--- config.mk ---
export PLATFORM = sky130hd
export DESIGN_NAME = rd_ddr_port_ctrl
export DESIGN_NICKNAME = d
export VERILOG_FILES = /design/src/rd_port_pkg.sv /design/src/rd_ddr_port_ctrl.sv /design/src/rd_cmd_issue.sv /design/src/rd_phase_arbiter.sv /design/src/relay_queue_bank.sv /design/src/direct_req_hold.sv /design/src/pulse_sync.sv
export SDC_FILE = /design/constraint.sdc
export NUM_CORES = 1
export LEC_CHECK = 0
export BUFFER_PORTS_ARGS = -buffer_cell sky130_fd_sc_hd__buf_2
export CAP_MARGIN = 10
export CORE_MARGIN = 2
export CORE_UTILIZATION = 56
export CTS_BUF_LIST = sky130_fd_sc_hd__clkbuf_8
export DETAILED_ROUTE_END_ITERATION = 10
export PLACE_DENSITY = 0.81
export SYNTH_ARGS = -nofsm -noshare
export SYNTH_HDL_FRONTEND = slang
export SYNTH_HIERARCHICAL = 1
export SYNTH_SLANG_ARGS = --single-unit
--- constraint.sdc ---
create_clock -name i_clk -period 16.8 [get_ports i_clk]
set_input_delay 0.84 -clock i_clk [delete_from_list [all_inputs] [get_ports i_clk]]
set_output_delay 0.84 -clock i_clk [all_outputs]
set_load 0.01 [all_outputs]
--- src/rd_port_pkg.sv ---
package rd_port_pkg;

    localparam int byte_w    = 32;
    localparam int queue_num = 8;

    typedef logic [2:0]        queue_id_t;
    typedef logic [byte_w-1:0] byte_cnt_t;

    // One relay word, seen flat or per queue
    typedef union packed {
        logic [queue_num*byte_w-1:0] flat;
        byte_cnt_t [queue_num-1:0]   entry;
    } relay_word_u;

    // Read port phases, stepped in this order
    typedef enum logic [2:0] {
        ph_idle    = 3'd0,
        ph_unlocal = 3'd1,
        ph_own_two = 3'd2,
        ph_local   = 3'd3,
        ph_relay   = 3'd4
    } rd_phase_e;

endpackage
--- src/rd_ddr_port_ctrl.sv ---
`timescale 1ns/1ps

module rd_ddr_port_ctrl
    import rd_port_pkg::*;
#(
    parameter int p_sync_stages = 2
) (
    input  logic        i_clk,
    input  logic        i_rst,
    input  byte_cnt_t   i_unlocal_size,
    input  queue_id_t   i_unlocal_queue,
    input  logic        i_unlocal_valid,
    input  byte_cnt_t   i_send_two_size,
    input  queue_id_t   i_send_two_queue,
    input  logic        i_send_two_valid,
    input  byte_cnt_t   i_local_size,
    input  queue_id_t   i_local_queue,
    input  logic        i_local_valid,
    input  relay_word_u i_tx_relay,
    input  logic        i_tx_relay_valid,
    input  logic        i_rd_byte_ready,
    input  logic        i_rd_queue_finish,
    output logic        o_rd_flag,
    output queue_id_t   o_rd_queue,
    output byte_cnt_t   o_rd_byte,
    output logic        o_rd_byte_valid
);

    logic      ready_pulse;
    logic      finish_pulse;
    byte_cnt_t unl_size, two_size, loc_size, head_size;
    queue_id_t unl_queue, two_queue, loc_queue, head_queue;
    logic      unl_valid, two_valid, loc_valid;
    logic      rel_unl, rel_two, rel_loc, rel_relay;
    logic      batch_valid, batch_empty, all_done, head_pending, head_done;
    rd_phase_e phase;
    logic      grant;
    byte_cnt_t sel_size;
    queue_id_t sel_queue;

    //////////////////////////////////////////////////////////////////////
    // DDR side strobes and request sources
    //////////////////////////////////////////////////////////////////////

    pulse_sync #(.p_sync_stages(p_sync_stages)) u_ready_sync (
        .i_clk(i_clk), .i_rst(i_rst), .i_level(i_rd_byte_ready), .o_pulse(ready_pulse)
    );
    pulse_sync #(.p_sync_stages(p_sync_stages)) u_finish_sync (
        .i_clk(i_clk), .i_rst(i_rst), .i_level(i_rd_queue_finish), .o_pulse(finish_pulse)
    );

    direct_req_hold u_unlocal_hold (
        .i_clk(i_clk), .i_rst(i_rst), .i_size(i_unlocal_size), .i_queue(i_unlocal_queue),
        .i_valid(i_unlocal_valid), .i_release(rel_unl),
        .o_size(unl_size), .o_queue(unl_queue), .o_valid(unl_valid)
    );
    direct_req_hold u_two_hold (
        .i_clk(i_clk), .i_rst(i_rst), .i_size(i_send_two_size), .i_queue(i_send_two_queue),
        .i_valid(i_send_two_valid), .i_release(rel_two),
        .o_size(two_size), .o_queue(two_queue), .o_valid(two_valid)
    );
    direct_req_hold u_local_hold (
        .i_clk(i_clk), .i_rst(i_rst), .i_size(i_local_size), .i_queue(i_local_queue),
        .i_valid(i_local_valid), .i_release(rel_loc),
        .o_size(loc_size), .o_queue(loc_queue), .o_valid(loc_valid)
    );

    relay_queue_bank u_relay_bank (
        .i_clk(i_clk), .i_rst(i_rst), .i_relay(i_tx_relay), .i_relay_valid(i_tx_relay_valid),
        .i_head_done(head_done), .i_release(rel_relay),
        .o_batch_valid(batch_valid), .o_batch_empty(batch_empty), .o_all_done(all_done),
        .o_head_queue(head_queue), .o_head_size(head_size), .o_head_pending(head_pending)
    );

    rd_phase_arbiter u_arbiter (
        .i_clk(i_clk), .i_rst(i_rst), .i_unlocal_strobe(i_unlocal_valid),
        .i_unlocal_valid(unl_valid), .i_unlocal_zero(unl_size == '0),
        .i_two_valid(two_valid), .i_two_zero(two_size == '0),
        .i_local_valid(loc_valid), .i_local_zero(loc_size == '0),
        .i_batch_valid(batch_valid), .i_batch_empty(batch_empty), .i_all_done(all_done),
        .i_finish(finish_pulse), .o_phase(phase),
        .o_release_unlocal(rel_unl), .o_release_two(rel_two), .o_release_local(rel_loc),
        .o_release_relay(rel_relay), .o_head_done(head_done)
    );

    // Granted source by phase, only with a nonzero request
    always_comb begin
        grant     = 1'b0;
        sel_size  = '0;
        sel_queue = '0;
        case (phase)
            ph_unlocal: begin
                grant     = unl_valid && (unl_size != '0);
                sel_size  = unl_size;
                sel_queue = unl_queue;
            end
            ph_own_two: begin
                grant     = two_valid && (two_size != '0);
                sel_size  = two_size;
                sel_queue = two_queue;
            end
            ph_local: begin
                grant     = loc_valid && (loc_size != '0);
                sel_size  = loc_size;
                sel_queue = loc_queue;
            end
            ph_relay: begin
                grant     = head_pending;
                sel_size  = head_size;
                sel_queue = head_queue;
            end
            default: grant = 1'b0;
        endcase
    end

    rd_cmd_issue u_issue (
        .i_clk(i_clk), .i_rst(i_rst), .i_phase(phase), .i_grant(grant),
        .i_size(sel_size), .i_queue(sel_queue), .i_ready(ready_pulse), .i_finish(finish_pulse),
        .o_rd_flag(o_rd_flag), .o_rd_queue(o_rd_queue), .o_rd_byte(o_rd_byte),
        .o_rd_byte_valid(o_rd_byte_valid)
    );

endmodule

--- src/rd_cmd_issue.sv ---
`timescale 1ns/1ps

module rd_cmd_issue
    import rd_port_pkg::*;
(
    input  logic      i_clk,
    input  logic      i_rst,
    input  rd_phase_e i_phase,
    input  logic      i_grant,
    input  byte_cnt_t i_size,
    input  queue_id_t i_queue,
    input  logic      i_ready,
    input  logic      i_finish,
    output logic      o_rd_flag,
    output queue_id_t o_rd_queue,
    output byte_cnt_t o_rd_byte,
    output logic      o_rd_byte_valid
);

    logic      r_lock;
    logic      r_flag;
    queue_id_t r_queue;
    byte_cnt_t r_byte;
    logic      r_valid;
    logic      load;

    assign load = i_grant && !r_lock && (i_phase != ph_idle);

    // Port stays locked from issue until the queue finishes
    always_ff @(posedge i_clk or posedge i_rst) begin
        if (i_rst) begin
            r_lock <= 1'b0;
        end else if (i_finish) begin
            r_lock <= 1'b0;
        end else if (load) begin
            r_lock <= 1'b1;
        end
    end

    always_ff @(posedge i_clk or posedge i_rst) begin
        if (i_rst) begin
            r_flag  <= 1'b0;
            r_queue <= '0;
            r_byte  <= '0;
            r_valid <= 1'b0;
        end else if (r_valid && i_ready) begin
            r_valid <= 1'b0;
        end else if (i_phase == ph_idle) begin
            r_flag  <= 1'b0;
            r_queue <= '0;
            r_byte  <= '0;
            r_valid <= 1'b0;
        end else if (load) begin
            r_flag  <= (i_phase == ph_unlocal);
            r_queue <= i_queue;
            r_byte  <= i_size;
            r_valid <= 1'b1;
        end
    end

    assign o_rd_flag       = r_flag;
    assign o_rd_queue      = r_queue;
    assign o_rd_byte       = r_byte;
    assign o_rd_byte_valid = r_valid;

endmodule

--- src/rd_phase_arbiter.sv ---
`timescale 1ns/1ps

module rd_phase_arbiter
    import rd_port_pkg::*;
(
    input  logic      i_clk,
    input  logic      i_rst,
    input  logic      i_unlocal_strobe,
    input  logic      i_unlocal_valid,
    input  logic      i_unlocal_zero,
    input  logic      i_two_valid,
    input  logic      i_two_zero,
    input  logic      i_local_valid,
    input  logic      i_local_zero,
    input  logic      i_batch_valid,
    input  logic      i_batch_empty,
    input  logic      i_all_done,
    input  logic      i_finish,
    output rd_phase_e o_phase,
    output logic      o_release_unlocal,
    output logic      o_release_two,
    output logic      o_release_local,
    output logic      o_release_relay,
    output logic      o_head_done
);

    rd_phase_e r_phase;
    rd_phase_e next_phase;

    always_ff @(posedge i_clk or posedge i_rst) begin
        if (i_rst) begin
            r_phase <= ph_idle;
        end else begin
            r_phase <= next_phase;
        end
    end

    //////////////////////////////////////////////////////////////////////
    // Phase sequencing
    //////////////////////////////////////////////////////////////////////

    always_comb begin
        next_phase = r_phase;
        case (r_phase)
            ph_idle: begin
                if (i_unlocal_strobe) begin
                    next_phase = ph_unlocal;
                end
            end
            ph_unlocal: begin
                if (i_finish || (i_unlocal_valid && i_unlocal_zero)) begin
                    next_phase = ph_own_two;
                end
            end
            ph_own_two: begin
                if (i_two_valid && (i_two_zero || i_finish)) begin
                    next_phase = ph_local;
                end
            end
            ph_local: begin
                if (i_local_valid && (i_local_zero || i_finish)) begin
                    next_phase = ph_relay;
                end
            end
            ph_relay: begin
                // Empty batch or every queue served
                if ((i_batch_valid && i_batch_empty) || i_all_done) begin
                    next_phase = ph_idle;
                end
            end
            default: next_phase = ph_idle;
        endcase
    end

    // Source released on the cycle its phase is left
    assign o_release_unlocal = (r_phase == ph_unlocal) && (next_phase != ph_unlocal);
    assign o_release_two     = (r_phase == ph_own_two) && (next_phase != ph_own_two);
    assign o_release_local   = (r_phase == ph_local) && (next_phase != ph_local);
    assign o_release_relay   = (r_phase == ph_relay) && (next_phase != ph_relay);

    assign o_head_done = (r_phase == ph_relay) && i_finish;
    assign o_phase     = r_phase;

endmodule

--- src/relay_queue_bank.sv ---
`timescale 1ns/1ps

module relay_queue_bank
    import rd_port_pkg::*;
(
    input  logic        i_clk,
    input  logic        i_rst,
    input  relay_word_u i_relay,
    input  logic        i_relay_valid,
    input  logic        i_head_done,
    input  logic        i_release,
    output logic        o_batch_valid,
    output logic        o_batch_empty,
    output logic        o_all_done,
    output queue_id_t   o_head_queue,
    output byte_cnt_t   o_head_size,
    output logic        o_head_pending
);

    relay_word_u          r_word;
    logic                 r_batch_valid;
    logic                 r_load;
    logic                 r_loaded;
    logic [queue_num-1:0] r_pending;
    queue_id_t            head_q;

    always_ff @(posedge i_clk) begin
        if (!r_batch_valid && i_relay_valid) begin
            r_word <= i_relay;
        end
    end

    //////////////////////////////////////////////////////////////////////
    // Batch control and pending bits
    //////////////////////////////////////////////////////////////////////

    always_ff @(posedge i_clk or posedge i_rst) begin
        if (i_rst) begin
            r_batch_valid <= 1'b0;
            r_load        <= 1'b0;
            r_loaded      <= 1'b0;
            r_pending     <= '0;
        end else if (i_release) begin
            r_batch_valid <= 1'b0;
            r_load        <= 1'b0;
            r_loaded      <= 1'b0;
            r_pending     <= '0;
        end else begin
            r_load <= 1'b0;
            if (!r_batch_valid && i_relay_valid) begin
                r_batch_valid <= 1'b1;
                r_load        <= 1'b1;
            end
            if (r_load) begin
                r_loaded <= 1'b1;
                for (int q = 0; q < queue_num; q++) begin
                    r_pending[q] <= (r_word.entry[q] != '0);
                end
            end else if (i_head_done) begin
                r_pending[head_q] <= 1'b0;
            end
        end
    end

    // Lowest pending queue is the head
    always_comb begin
        head_q = '0;
        for (int q = queue_num - 1; q >= 0; q--) begin
            if (r_pending[q]) begin
                head_q = queue_id_t'(q);
            end
        end
    end

    assign o_batch_valid  = r_batch_valid;
    assign o_batch_empty  = r_batch_valid && (r_word.flat == '0);
    assign o_all_done     = r_loaded && (r_pending == '0);
    assign o_head_queue   = head_q;
    assign o_head_size    = r_word.entry[head_q];
    assign o_head_pending = |r_pending;

endmodule

--- src/direct_req_hold.sv ---
`timescale 1ns/1ps

module direct_req_hold
    import rd_port_pkg::*;
(
    input  logic      i_clk,
    input  logic      i_rst,
    input  byte_cnt_t i_size,
    input  queue_id_t i_queue,
    input  logic      i_valid,
    input  logic      i_release,
    output byte_cnt_t o_size,
    output queue_id_t o_queue,
    output logic      o_valid
);

    byte_cnt_t r_size;
    queue_id_t r_queue;
    logic      r_valid;

    // Release wins over a new strobe in the same cycle
    always_ff @(posedge i_clk or posedge i_rst) begin
        if (i_rst) begin
            r_size  <= '0;
            r_queue <= '0;
            r_valid <= 1'b0;
        end else if (i_release) begin
            r_size  <= '0;
            r_queue <= '0;
            r_valid <= 1'b0;
        end else if (i_valid) begin
            r_size  <= i_size;
            r_queue <= i_queue;
            r_valid <= 1'b1;
        end
    end

    assign o_size  = r_size;
    assign o_queue = r_queue;
    assign o_valid = r_valid;

endmodule

--- src/pulse_sync.sv ---
`timescale 1ns/1ps

module pulse_sync #(
    parameter int p_sync_stages = 2
) (
    input  logic i_clk,
    input  logic i_rst,
    input  logic i_level,
    output logic o_pulse
);

    // Sync stages plus one extra flop as the edge reference
    logic [p_sync_stages:0] r_sync;
    logic                   r_pulse;

    always_ff @(posedge i_clk or posedge i_rst) begin
        if (i_rst) begin
            r_sync  <= '0;
            r_pulse <= 1'b0;
        end else begin
            r_sync  <= {r_sync[p_sync_stages-1:0], i_level};
            r_pulse <= r_sync[p_sync_stages-1] & ~r_sync[p_sync_stages];
        end
    end

    assign o_pulse = r_pulse;

endmodule

* After elaboration in Yosys (flattened, before gate mapping)
Cells that the tools add are included.
Word-level totals: register bits 424, input bits 369, output and inout bits 37, logic and storage cells 153
Operators by class: magnitude comparators 2, equality and inequality tests 8, mux-type cells 58, bitwise logic cells 7, reductions and logical operators 54
Operator list (number):
- $reduce_bool A32 Y1 | 11
- $mux W32 | 9
- $logic_not A256 Y1 | 1
- $pmux W32 S4 | 1
- $bmux W32 S3 | 1
- $logic_not A32 Y1 | 3
- $mux W3 | 21
- $mux W8 | 3
- $logic_and A1 B1 Y1 | 19
- $mux W1 | 19
- $pmux W3 S5 | 1
- $reduce_bool A2 Y1 | 7
- $pmux W3 S4 | 1
- $reduce_bool A3 Y1 | 3
- $and A8 B8 Y8 | 1
- $logic_not A8 Y1 | 1
- $not A8 Y8 | 1
- $reduce_or A8 Y1 | 1
- $eq A3 B2 Y1 const B | 2
- $ne A3 B2 Y1 const B | 2
- $logic_or A1 B1 Y1 | 4
- $lt A3 B4 Y1 const B | 1
- $pmux W1 S4 | 1
- $demux W1 S3 | 1
- other kinds (10) | 14

* Longest topological paths before layout
depth after elaboration 17, depth in mapped cells 10, mapped depth without buffers 9

* Cells and area by module
The synthesis kept the hierarchy.
Modules (own cells, without submodules):
- relay_queue_bank | instances 1, cells each 646, area each 10898.0 um2
- direct_req_hold | instances 3, cells each 117, area each 1485.2 um2
- rd_cmd_issue | instances 1, cells each 92, area each 1438.9 um2
- rd_ddr_port_ctrl | instances 1, cells each 160, area each 1097.3 um2
- pulse_sync | instances 2, cells each 6, area each 117.6 um2
- rd_phase_arbiter | instances 1, cells each 27, area each 224.0 um2

* Least setup slack after synthesis
No wires, ideal clock.
path type input -> register, start point input i_tx_relay_valid, end point register u_relay_bank/r_word[0] (netlist bit) (enable), arrival 11875 ps, required time 15891 ps, setup slack 4016 ps, stages on the path 1, cell sequence nor2b_1
On the way: word-level cells in the longest chain between the ends 1
Ends and longest elaborated chain:
- start, declared | line rd_ddr_port_ctrl.sv:20 | input logic i_tx_relay_valid,
- $logic_and A1 B1 Y1 | line relay_queue_bank.sv:28 | if (!r_batch_valid && i_relay_valid) begin
- end signal, assigned | line relay_queue_bank.sv:29 | r_word <= i_relay;
- end, declared | line relay_queue_bank.sv:20 | relay_word_u r_word;
No other way between the ends. A chain may end at the register's enable or synchronous reset.

* Final worst setup path
start point register u_relay_bank.r_pending[7], end point register u_issue.r_byte[26] (netlist: u_issue/o_rd_byte[26])
On the way: word-level cells in the longest chain between the ends 13
Ends and longest elaborated chain:
- start, declared | line relay_queue_bank.sv:24 | logic [queue_num-1:0] r_pending;
- start signal, assigned by index | line relay_queue_bank.sv:57 | r_pending[q] <= (r_word.entry[q] != '0);
- $mux W3 (8 in series) | line relay_queue_bank.sv:69 | if (r_pending[q]) begin
- $bmux W32 S3 | line relay_queue_bank.sv:79 | assign o_head_size = r_word.entry[head_q];
- $mux W32 (not written as such) | line relay_queue_bank.sv:79
- named net head_size[26] | line rd_ddr_port_ctrl.sv:31 | byte_cnt_t unl_size, two_size, loc_size, head_size;
- $pmux W32 S4 | line rd_ddr_port_ctrl.sv:91 | case (phase)
- named net sel_size[26] | line rd_ddr_port_ctrl.sv:38 | byte_cnt_t sel_size;
- $mux W32 | line rd_cmd_issue.sv:53 | end else if (load) begin
- $mux W32 | line rd_cmd_issue.sv:48 | end else if (i_phase == ph_idle) begin
- end signal, assigned | line rd_cmd_issue.sv:56 | r_byte <= i_size;
- end, declared | line rd_cmd_issue.sv:23 | byte_cnt_t r_byte;
The timed path passes the listed nets, and every way through them passes these cells. The select of a mux whose other input is x is not followed.

==> flow_summary.json <==
{
  "routed.top_layer": "met4",
  "number_of_antenna_violations_at_the_first_check_in_global_routing": 4,
  "wire_per_inst_um": 25.5,
  "vias": 13700,
  "dr_wl_met3_um": 6660,
  "outcome": "finished, final reports clean",
  "path_cells": "nor2b_1 -> o21ai_4 -> a21oi_4 -> a221oi_1 -> o221ai_1 -> a22oi_1 -> nand2_1 -> a22o_2",
  "cp_data_required_time_ns": 17.28,
  "clock.fmax_ghz": 0.278,
  "count_of_state_elements_after_synthesis": 424,
  "endpoint_class_of_the_critical_path": "register",
  "cts.sink_count": 424,
  "postLayoutSetupSlackWorst_ns": 13.21,
  "intPower_w": 0.00195,
  "r2r_cell_count": 8,
  "timing_hold_violations_final": 0,
  "htreeDepth": 3,
  "critical_path.max_stage_delay_ns": 0.92,
  "finish_stage_setup_viols": 0,
  "layout_common_cells": "sky130_fd_sc_hd__buf_2 (405), sky130_fd_sc_hd__edfxtp_1 (256), sky130_fd_sc_hd__mux2i_1 (169), sky130_fd_sc_hd__dfrtp_1 (168), sky130_fd_sc_hd__nor2_1 (135)",
  "grt_start_max_net_pins": 194,
  "synthToLayoutAreaGrowth_pct": 18.4,
  "cts-root-to-sink-buffers": 3,
  "seqPwrFrac_pct": 45.4,
  "asyncSetResetFlopFracSynth_pct": 39.6,
  "rows": 66,
  "synth_warnings": 6,
  "starting_drc_count_in_detailed_routing": 2146,
  "place_ws_ns": 13.35,
  "cap_violations": 0,
  "detail_route.first_pass.iterations": 6,
  "synth_simple_gate_area_share_pct": 10.7,
  "peakVddDrop_uv": 84.9,
  "final_net_count": 2071,
  "initial_cell_density_of_the_core_pct": 56.7,
  "synth-xor-area-share_pct": 0,
  "cts_setup_buffers": 0,
  "globalRoute.totalOverflow": 0,
  "cts_tree": "done",
  "fp.dieArea_um2": 34200,
  "placement.io_buffers": 405,
  "die_ht_um": 185,
  "fraction_of_the_mapped_netlist_area_in_adder_cells_pct": 0,
  "postCtsResizedCells": 0,
  "critical_path.reg2reg.endpoint": "u_issue/o_rd_byte[26]",
  "critPathLaunchType": "register",
  "ios": 406,
  "post_synth_mux_area_share_pct": 11.2,
  "die_w_um": 185,
  "first_pass_grt_wire_length_um": 82300,
  "layout-drive-gt1-share_pct": 32.6,
  "critical_path_arrival_ns": 4.07,
  "syn-instance-count": 1288,
  "rrSetupSlack_ns": 13.21,
  "num-fill-cells": 2387,
  "cpMaxStageDelayCell": "sky130_fd_sc_hd__o21ai_4",
  "synth_cell_type_count": 59,
  "placed_area_um2": 20400,
  "drc": 0,
  "ys_dominant_reg_cell": "sky130_fd_sc_hd__edfxtp_1",
  "core-area_um2": 32400,
  "clk-insertion-delay-late_ns": 0.60,
  "mostFrequentLayoutCell": "sky130_fd_sc_hd__buf_2",
  "final_count_of_pins_violating_max_slew": 0,
  "overall_routed_net_length_um": 56200,
  "reported_leakage_power_nw": 9.27,
  "synthesis.area_um2": 18300,
  "dr_wl_met2_um": 24800,
  "avgSynthCellArea_um2": 14.2,
  "gate_power_share_pct": 26.1,
  "grt_util_all_layers_pct": 32.7,
  "number_of_enable_type_register_cells_in_the_synthesized_netlist": 256,
  "p_per_area_nw_per_um2": 136,
  "wl_met1_um": 22700,
  "syn_nets": 1657,
  "switching_share_pct": 33.8,
  "sequential_cell_area_um2": 11900,
  "finalWeightedCongestion": 0.993,
  "cts_buffers": 71,
  "total_switching_power_w": 0.000996,
  "hold_path_class": "input port to async pin",
  "number_of_global_route_vias_before_repair": 13600,
  "share_of_the_synthesized_area_in_compound_gates_ao_oa_aoi_oai_pct": 9.23,
  "reg2reg_from": "u_relay_bank/r_pending[7]",
  "post_route_minimum_period_ns": 3.59,
  "critPathMaxFanout": 36,
  "critical_path_type": "register to register",
  "largest_family_of_logic_cells_by_synthesized_area": "multiplexers",
  "synth-seq-area-share_pct": 64.8,
  "final.setup_skew_ns": 0.0232,
  "rsz0062_at_grt": "no",
  "fin_tns_setup_ns": 0,
  "post_route_design_area_um2": 21700,
  "dp_hpwl_um": 41800,
  "root_buffer": "sky130_fd_sc_hd__clkbuf_8",
  "ctsHoldBuffers": 0,
  "tightest_slew_ns": 1.21,
  "drt-vias-per-instance": 6.23,
  "final.period_utilization_pct": 21.4,
  "multi_input_area_um2": 5760,
  "slew_headroom_pct": 18.8,
  "antenna_left": 0,
  "totalPowerFinal_w": 0.00295,
  "power.clock.fraction_pct": 28.5,
  "clk_pin_slew_worst_paths_ns": 0.06,
  "whs_ns": 0.246
}
-- state kept, by name (all words and copies together), names as in the netlist, 3 cells and up --
signal,cells
u_unlocal_hold/o_queue,3
u_local_hold/o_size,32
u_issue/o_rd_byte,32
u_relay_bank/r_pending,8
u_finish_sync/r_sync,3
u_two_hold/o_queue,3
u_ready_sync/r_sync,3
u_relay_bank/r_word,256
u_arbiter/o_phase,3
u_local_hold/o_queue,3
u_issue/o_rd_queue,3
u_two_hold/o_size,32
u_unlocal_hold/o_size,32
-- Yosys cell counts (2+ instances only) --
master / instances / area (um2)
sky130_fd_sc_hd__a211oi_1: 2 / 15.0
sky130_fd_sc_hd__a21o_1: 2 / 15.0
sky130_fd_sc_hd__a21oi_1: 9 / 45.0
sky130_fd_sc_hd__a221oi_1: 32 / 280
sky130_fd_sc_hd__a22o_1: 31 / 272
sky130_fd_sc_hd__a22o_2: 6 / 60.1
sky130_fd_sc_hd__a22oi_1: 70 / 526
sky130_fd_sc_hd__buf_1: 2 / 7.51
sky130_fd_sc_hd__buf_12: 9 / 180
sky130_fd_sc_hd__buf_2: 11 / 55.1
sky130_fd_sc_hd__buf_4: 2 / 15.0
sky130_fd_sc_hd__buf_6: 25 / 282
sky130_fd_sc_hd__buf_8: 3 / 45.0
sky130_fd_sc_hd__clkbuf_1: 26 / 97.6
sky130_fd_sc_hd__clkbuf_2: 3 / 15.0
sky130_fd_sc_hd__dfrtp_1: 168 / 4200
sky130_fd_sc_hd__edfxtp_1: 256 / 7690
sky130_fd_sc_hd__inv_1: 12 / 45.0
sky130_fd_sc_hd__mux2_2: 33 / 372
sky130_fd_sc_hd__mux2i_1: 169 / 1690
sky130_fd_sc_hd__nand2_1: 41 / 154
sky130_fd_sc_hd__nand2b_1: 2 / 12.5
sky130_fd_sc_hd__nand3_1: 3 / 15.0
sky130_fd_sc_hd__nand3b_1: 3 / 22.5
sky130_fd_sc_hd__nand4_1: 25 / 156
sky130_fd_sc_hd__nor2_1: 137 / 514
sky130_fd_sc_hd__nor2b_1: 5 / 31.3
sky130_fd_sc_hd__nor2b_4: 2 / 27.5
sky130_fd_sc_hd__nor3_1: 6 / 30.0
sky130_fd_sc_hd__nor3b_4: 3 / 56.3
sky130_fd_sc_hd__nor4_1: 88 / 551
sky130_fd_sc_hd__nor4b_1: 31 / 272
sky130_fd_sc_hd__o211ai_1: 5 / 37.5
sky130_fd_sc_hd__o21a_1: 2 / 15.0
sky130_fd_sc_hd__o21ai_0: 6 / 30.0
sky130_fd_sc_hd__o221ai_1: 32 / 280
sky130_fd_sc_hd__o22ai_1: 3 / 18.8
sky130_fd_sc_hd__or4_4: 2 / 22.5
-- stage by stage --
stage	util, %	instances
finish	67.1	2203
global placement	63.0	2070
floorplan	-	1288
global route	67.1	2200
CTS	67.1	2199
detailed placement	63.1	2071
-- routing by layer --
metal | GRT usage (%) | up-vias
li1 | - | 5934
met1 | 47.1 | 6592
met2 | 48.6 | 1048
met3 | 8.08 | 157
met4 | 11.8 | 0
met5 | 0 | -
-- power groups by stage --
stage	sequential [W]	combinational [W]	clock, W
after floorplan	0.00132	0.000527	0
after detailed placement	0.00135	0.000754	0
after global routing	0.00135	0.000822	0.000896
after global placement	0.00135	0.000738	0
final	0.00134	0.000770	0.000838
after CTS	0.00133	0.000757	0.000849
-- area by class of cell --
type,count,share of cell area [%]
Tap cell,442,2.54
Inverter,13,0.225
Clock inverter,48,0.910
Multi-Input combinational cell,770,26.5
Sequential cell,424,54.7
Timing Repair Buffer,422,10.0
Antenna cell,4,0.0461
Clock buffer,80,5.07
-- kinds of logic after synthesis --
| kind of cell | count (synthesis) |
|---|---|
| flip-flops | 424 |
| AND/OR/NAND/NOR | 358 |
| AO/OA/AOI/OAI | 210 |
| multiplexers | 202 |
| buffers and inverters | 94 |
-- how the worst max path moves through the flow --
stage	from	end	slack [ns]
6_report	u_relay_bank/r_pending[7]	u_issue/o_rd_byte[26]	13.21
3_3_place_gp	u_relay_bank/r_pending[1]	u_issue/o_rd_byte[26]	13.52
2_1_floorplan	i_tx_relay_valid	u_relay_bank/r_word[0]	4.02
3_5_place_dp	u_relay_bank/r_pending[7]	u_issue/o_rd_byte[26]	13.35
5_1_grt	u_relay_bank/r_pending[7]	u_issue/o_rd_byte[26]	13.11
4_1_cts	u_relay_bank/r_pending[7]	u_issue/o_rd_byte[26]	13.29
-- worst max-delay path: cells and delay by family (launching register included) --
kind / cells / cell delay (ns)
AOI/OAI and AO/OA: 6 / 2.80
and+or+nand+nor: 2 / 0.27
DFF: 1 / 0.40
Power figures use the tool's default switching activity.
